$ cat config.mk
export PLATFORM = sky130hd
export DESIGN_NAME = cell_locate
export DESIGN_NICKNAME = d
export VERILOG_FILES = /design/src/draw_pkg.sv /design/src/cell_locate.sv
export VERILOG_INCLUDE_DIRS = /design/src
export SDC_FILE = /design/constraint.sdc
export NUM_CORES = 1
export LEC_CHECK = 0
export BUFFER_PORTS_ARGS = -buffer_cell sky130_fd_sc_hd__buf_4
export CORE_ASPECT_RATIO = 0.75
export CORE_UTILIZATION = 49
export CTS_CLUSTER_SIZE = 14
export DETAILED_ROUTE_END_ITERATION = 10
export PLACE_DENSITY = 0.8
export SLEW_MARGIN = 15
export SYNTH_ARGS = -nofsm -noshare
export SYNTH_HDL_FRONTEND = slang
export SYNTH_SLANG_ARGS = --single-unit
$ cat constraint.sdc
create_clock -name clk -period 7.4 [get_ports clk]
set_input_delay 1.11 -clock clk [delete_from_list [all_inputs] [get_ports clk]]
set_output_delay 1.11 -clock clk [all_outputs]
set_load 0.05 [all_outputs]
$ cat src/draw_defines.svh
//////////////////////////////////////////////////////////////////////
// Drawing board geometry and capture defaults.
// Screen size, board origin, cell pitch and track sizing.
//////////////////////////////////////////////////////////////////////

`ifndef DRAW_DEFINES_SVH
`define DRAW_DEFINES_SVH

// Screen size in pixels.
`define SCREEN_W 640
`define SCREEN_H 480

// Board origin in mirrored coordinates.
`define BOARD_X0 160
`define BOARD_Y0 0

// Each pitch holds a cell and a 2 pixel gap.
`define CELL_SIZE 52
`define CELL_PITCH 54

// Board is GRID_N cells on each side.
`define GRID_N 9

// Track bitmap, CELL_SIZE squared, packed into 32-bit words.
`define TRACK_BITS 2704
`define TRACK_WORDS 85

// Button-up cycles before a capture ends.
`define IDLE_LIMIT_RST 32'd50_000_000

`endif

$ cat src/draw_pkg.sv
//////////////////////////////////////////////////////////////////////
// Drawing types shared by the locate and capture blocks.
//////////////////////////////////////////////////////////////////////

`include "draw_defines.svh"

package draw_pkg;

    // Screen coordinate, raw or mirrored.
    typedef logic [9:0] coord_t;

    // Row or column of a board cell.
    typedef logic [3:0] cell_idx_t;

    // Bit position inside the track bitmap.
    typedef logic [11:0] track_idx_t;

    // One bit per pixel of a cell.
    typedef logic [`TRACK_BITS-1:0] track_t;

    typedef logic [31:0] cycle_cnt_t;

    typedef enum logic [1:0] {
        CAP_WAIT = 2'd0,
        CAP_DRAW = 2'd1,
        CAP_DONE = 2'd2
    } capture_state_t;

endpackage

$ cat src/cell_locate.sv
//////////////////////////////////////////////////////////////////////
// Cell locator.
// Mirrors the mouse position and splits it into a cell index and
// an offset inside the cell pitch, all registered.
//////////////////////////////////////////////////////////////////////

`timescale 1ns/1ps

`include "draw_defines.svh"

module cell_locate (
    input  logic                clk,
    input  logic                rst,
    input  draw_pkg::coord_t    mouse_x,
    input  draw_pkg::coord_t    mouse_y,
    output draw_pkg::cell_idx_t cell_x,
    output draw_pkg::cell_idx_t cell_y,
    output draw_pkg::coord_t    off_x,
    output draw_pkg::coord_t    off_y,
    output logic                on_board,
    output logic                in_cell
);

    logic [10:0]         rel_x;
    logic [10:0]         rel_y;
    draw_pkg::cell_idx_t idx_x;
    draw_pkg::cell_idx_t idx_y;
    draw_pkg::coord_t    rem_x;
    draw_pkg::coord_t    rem_y;
    logic                hit_board;

    // Divide by the pitch with a compare chain over its multiples.
    function automatic draw_pkg::cell_idx_t pitch_index(input draw_pkg::coord_t r);
        draw_pkg::cell_idx_t idx;
        idx = '0;
        for (int k = 1; k < `GRID_N; k++) begin
            if (r >= draw_pkg::coord_t'(k * `CELL_PITCH)) begin
                idx = draw_pkg::cell_idx_t'(k);
            end
        end
        return idx;
    endfunction

    // Mirrored position relative to the board origin, bit 10 flags negative.
    assign rel_x = {1'b0, draw_pkg::coord_t'(`SCREEN_W - 1) - mouse_x} - 11'(`BOARD_X0);
    assign rel_y = {1'b0, draw_pkg::coord_t'(`SCREEN_H - 1) - mouse_y} - 11'(`BOARD_Y0);

    assign idx_x = pitch_index(rel_x[9:0]);
    assign idx_y = pitch_index(rel_y[9:0]);
    assign rem_x = rel_x[9:0] - draw_pkg::coord_t'(idx_x * `CELL_PITCH);
    assign rem_y = rel_y[9:0] - draw_pkg::coord_t'(idx_y * `CELL_PITCH);

    assign hit_board = !rel_x[10] && !rel_y[10]
                    && (rel_x[9:0] < draw_pkg::coord_t'(`GRID_N * `CELL_PITCH))
                    && (rel_y[9:0] < draw_pkg::coord_t'(`GRID_N * `CELL_PITCH));

    always_ff @(posedge clk) begin
        if (rst) begin
            cell_x   <= '0;
            cell_y   <= '0;
            off_x    <= '0;
            off_y    <= '0;
            on_board <= 1'b0;
            in_cell  <= 1'b0;
        end else begin
            cell_x   <= idx_x;
            cell_y   <= idx_y;
            off_x    <= rem_x;
            off_y    <= rem_y;
            on_board <= hit_board;
            // The last 2 pixels of each pitch are the gap.
            in_cell  <= hit_board
                     && (rem_x < draw_pkg::coord_t'(`CELL_SIZE))
                     && (rem_y < draw_pkg::coord_t'(`CELL_SIZE));
        end
    end

endmodule

==> key figures <==
Status
  • Outcome: completed

Job
  • Maxcap violations: 0

Clocking
  • Post-CTS sizing: 0
  • CTS tree: yes
  • Worst-path clk slew: 0.07 ns
  • CTS Buf Count: 5
  • Clock sink count: 30
  • CTS root buf: clkbuf_8
  • Max clock buf depth: 2
  • Max H-tree Level: 2
  • Cts hold-fix bufs: 0
  • Setup repair bufs after CTS: 0

Die
  • Placeable Area: 0.00532 mm2
  • Die width: 87.9 um
  • Die ar.: 0.00583 mm2
  • Io pins: 52
  • Site row count: 23
  • Starting Density: 50.9%
  • Height of the die: 66.4 um

Yosys
  • Top area cells in the synthesized netlist: dfxtp_1 (22%), ha_1 (20%), xor2_1 (5.2%), xnor2_1 (4.8%), nor2_1 (4.7%)
  • Netlist cell types: 51
  • Synth Cell Area: 0.00271 mm2
  • YS warnings: 0
  • Mapped Nets: 400
  • Synth Instances: 330
  • Main synth FF type: dfxtp_1
  • Post-synth top area share: 22.2%
  • Post-synth EDFFs: 0
  • Ys async rst share: 0%
  • Leading area contributor after synthesis: dfxtp_1
  • Seq/Total Area, Yosys: 22.2%
  • Mapped Avg Cell Area: 8.21 um2
  • Yosys reg bits: 30

Finish
  • Multi-input gate area: 0.00192 mm2
  • Area grow syn2layout: 18.7%
  • Final-layout fill cell count: 490
  • Final nets: 446
  • Seq. cell area: 601 um2
  • Share of cells above drive strength 1: 17.2%
  • # diodes: 0

Power and ir drop
  • Maximum vdd drop: 138 uV
  • PD cells: 381 mW/mm2
  • Sequential cell fraction of total power: 17.8%
  • Leakage: 1.57 nW
  • Clk pwr share: 11.4%
  • Sw Share: 49.1%
  • Sw Pwr: 0.601 mW
  • Int Power: 0.623 mW
  • Power, Total: 1.22 mW
  • Comb power frac: 70.8%

Detailed routing
  • Final ANT Viol Nets: 0
  • Via count: 2380
  • Post-route DRC: 0
  • Wire per inst: 13.3 um
  • Vias/cell: 5.27
  • First DRT Iteration DRCs: 153
  • TritonRoute pass-1 iters: 4
  • Drt total wl: 5990 um

Timing
  • Setup violations, final: 0
  • Max_slew headroom: 43.9%
  • Measured slew at the worst slew-check pin: 0.840 ns
  • Final Hold Fails: 0
  • Final Max Tran Viols: 0
  • Fin Setup TNS: 0 ns
  • RSZ-0062 raised after global routing: no
  • Final Cycle Share: 82.4%
  • Final Critical Period: 6.10 ns
  • Fmax achieved: 0.164 GHz
  • Setup ws final: 1.30 ns

Setup path
  • Critical path depth in cells: 22
  • CP Max Fanout: 14
  • Critical Path Source Type: input port
  • CP Data Required Time: 7.63 ns
  • Slowest-stage cell, CP: nor3b_1
  • Worst-path cell chain: buf_4, inv_1, ha_1, nor2b_1, a31oi_1, a2111oi_0, o21ai_0, nand2b_1, nor2b_1, nor3b_1, fa_1, ha_1, a21o_1, a21oi_1, xor2_1, ha_1, o21ai_0, a32oi_1, xnor2_1, a311oi_1, and4_1, and4_1
  • Most used cell, CP: ha_1
  • CP Capture Type: flip-flop
  • Crit Path Class: in -> reg
  • Crit-path max cell delay: 0.70 ns
  • Worst EP arrival: 6.33 ns
  • CP delay by family, top: compound AO/OA/AOI/OAI gates
  • Buf/Inv on CP: 2

GRT
  • GRT Total Usage: 22.2%
  • Vias in the first global route: 2140
  • First-pass GRT wire length: 9960 um
  • GRT overflow: 0
  • Largest net degree at the start of global routing: 28
  • Initial antenna violation count: 0

Place
  • Dpl ws: 1.12 ns
  • DP Wirelength: 4800 um
  • RePlAce Congestion: 0.874
  • I/O Buffers: 51

Worst hold path
  • Hold Path Depth: 2
  • Hold Crit Class: in -> reg
-- area by class of cell --
cell class	count	area share [%]
well taps	75	2.92
repair buffers	51	11.9
multi-input cells	255	59.8
clock buffers	7	2.69
clock inverters	1	0.156
flip-flops and latches	30	18.7
inverters	33	3.85
-- through the flow --
stage	instances	hold slack (ns)	instance area, um2	util [%]
global route	452	1.00	3210	60.4
global placement	444	1.30	3120	58.7
detailed placement	444	1.30	3120	58.7
finish	452	1.00	3210	60.4
CTS	452	1.00	3210	60.4
floorplan	330	1.18	2710	-
-- cells by family (layout without fill, tap and decap cells) --
logic type	count (synthesis)	in the layout	synth area share [%]
buf+inv	45	92	6.88
xor+xnor	31	31	10.0
flops	30	30	22.2
other cells	1	1	0.138
simple gates	95	95	18.0
compound gates	79	79	19.2
fa+ha+maj	48	48	23.3
mux	1	1	0.370
-- worst paths after layout --
path              startpoint  endpoint  slack [ns]
setup / recovery  mouse_y[5]   in_cell        1.30
hold / removal    mouse_x[0]  off_x[0]        1.00
-- cell usage after synthesis (2+ instances only) --
master     number
nand2b_1        3
nor2b_1        13
dfxtp_1        30
a311oi_1        3
a21o_1          8
nor2_1         34
nor4_1          2
and4_1          2
nor3b_1         2
o21a_1          2
nand4_1         2
a21boi_0        2
o21bai_1        6
xor2_1         16
inv_1          33
nand2_1        12
o21ai_0        13
clkbuf_1        8
xnor2_1        15
o22ai_1         2
o211ai_1        2
a2111oi_0       2
ha_1           44
nor3_1          7
buf_2           2
a21oi_1        21
and2_1          3
o31ai_1         2
or2_2           2
nand3_1         7
a31oi_1         6
fa_1            4
buf_6           2
-- layer usage --
| metal | global-route usage [%] | wire, um | part of all wire [%] |
|---|---|---|---|
| met4 | 4.92 | 57 | 0.95 |
| met3 | 4.49 | 355 | 5.9 |
| met2 | 30.9 | 2350 | 39 |
| met5 | 0 | 0 | 0 |
| met1 | 34.2 | 3230 | 54 |
-- sequential cells by signal, indices dropped and copies added (netlist names) --
signal,flops
on_board,1
off_x,10
cell_x,4
cell_y,4
in_cell,1
off_y,10
-- power groups by stage --
stage	Sequential [mW]	Combinational, mW	Clock (mW)
CTS	0.219	0.860	0.140
global placement	0.221	0.839	0
detailed placement	0.222	0.853	0
floorplan	0.374	0.510	0
global route	0.222	0.944	0.146
finish	0.218	0.867	0.139
-- cells in the final DEF (no fill, tap or decap), types with 2 or more instances in the layout --
| cell | instances |
|---|---|
| a311oi_1 | 3 |
| o21bai_1 | 6 |
| o22ai_1 | 2 |
| nand2_1 | 12 |
| nand2b_1 | 3 |
| ha_1 | 44 |
| nand4_1 | 2 |
| inv_1 | 33 |
| fa_1 | 4 |
| o211ai_1 | 2 |
| nor2_1 | 34 |
| and2_1 | 3 |
| clkbuf_8 | 6 |
| or2_2 | 2 |
| nor2b_1 | 13 |
| nor3b_1 | 2 |
| nor3_1 | 7 |
| and4_1 | 2 |
| a21boi_0 | 2 |
| a21oi_1 | 21 |
| xnor2_1 | 15 |
| nor4_1 | 2 |
| a31oi_1 | 6 |
| buf_4 | 51 |
| o21a_1 | 2 |
| nand3_1 | 7 |
| a21o_1 | 8 |
| xor2_1 | 16 |
| o21ai_0 | 13 |
| a2111oi_0 | 2 |
| o31ai_1 | 2 |
| dfxtp_1 | 30 |
(Power assumes the default switching activity.)
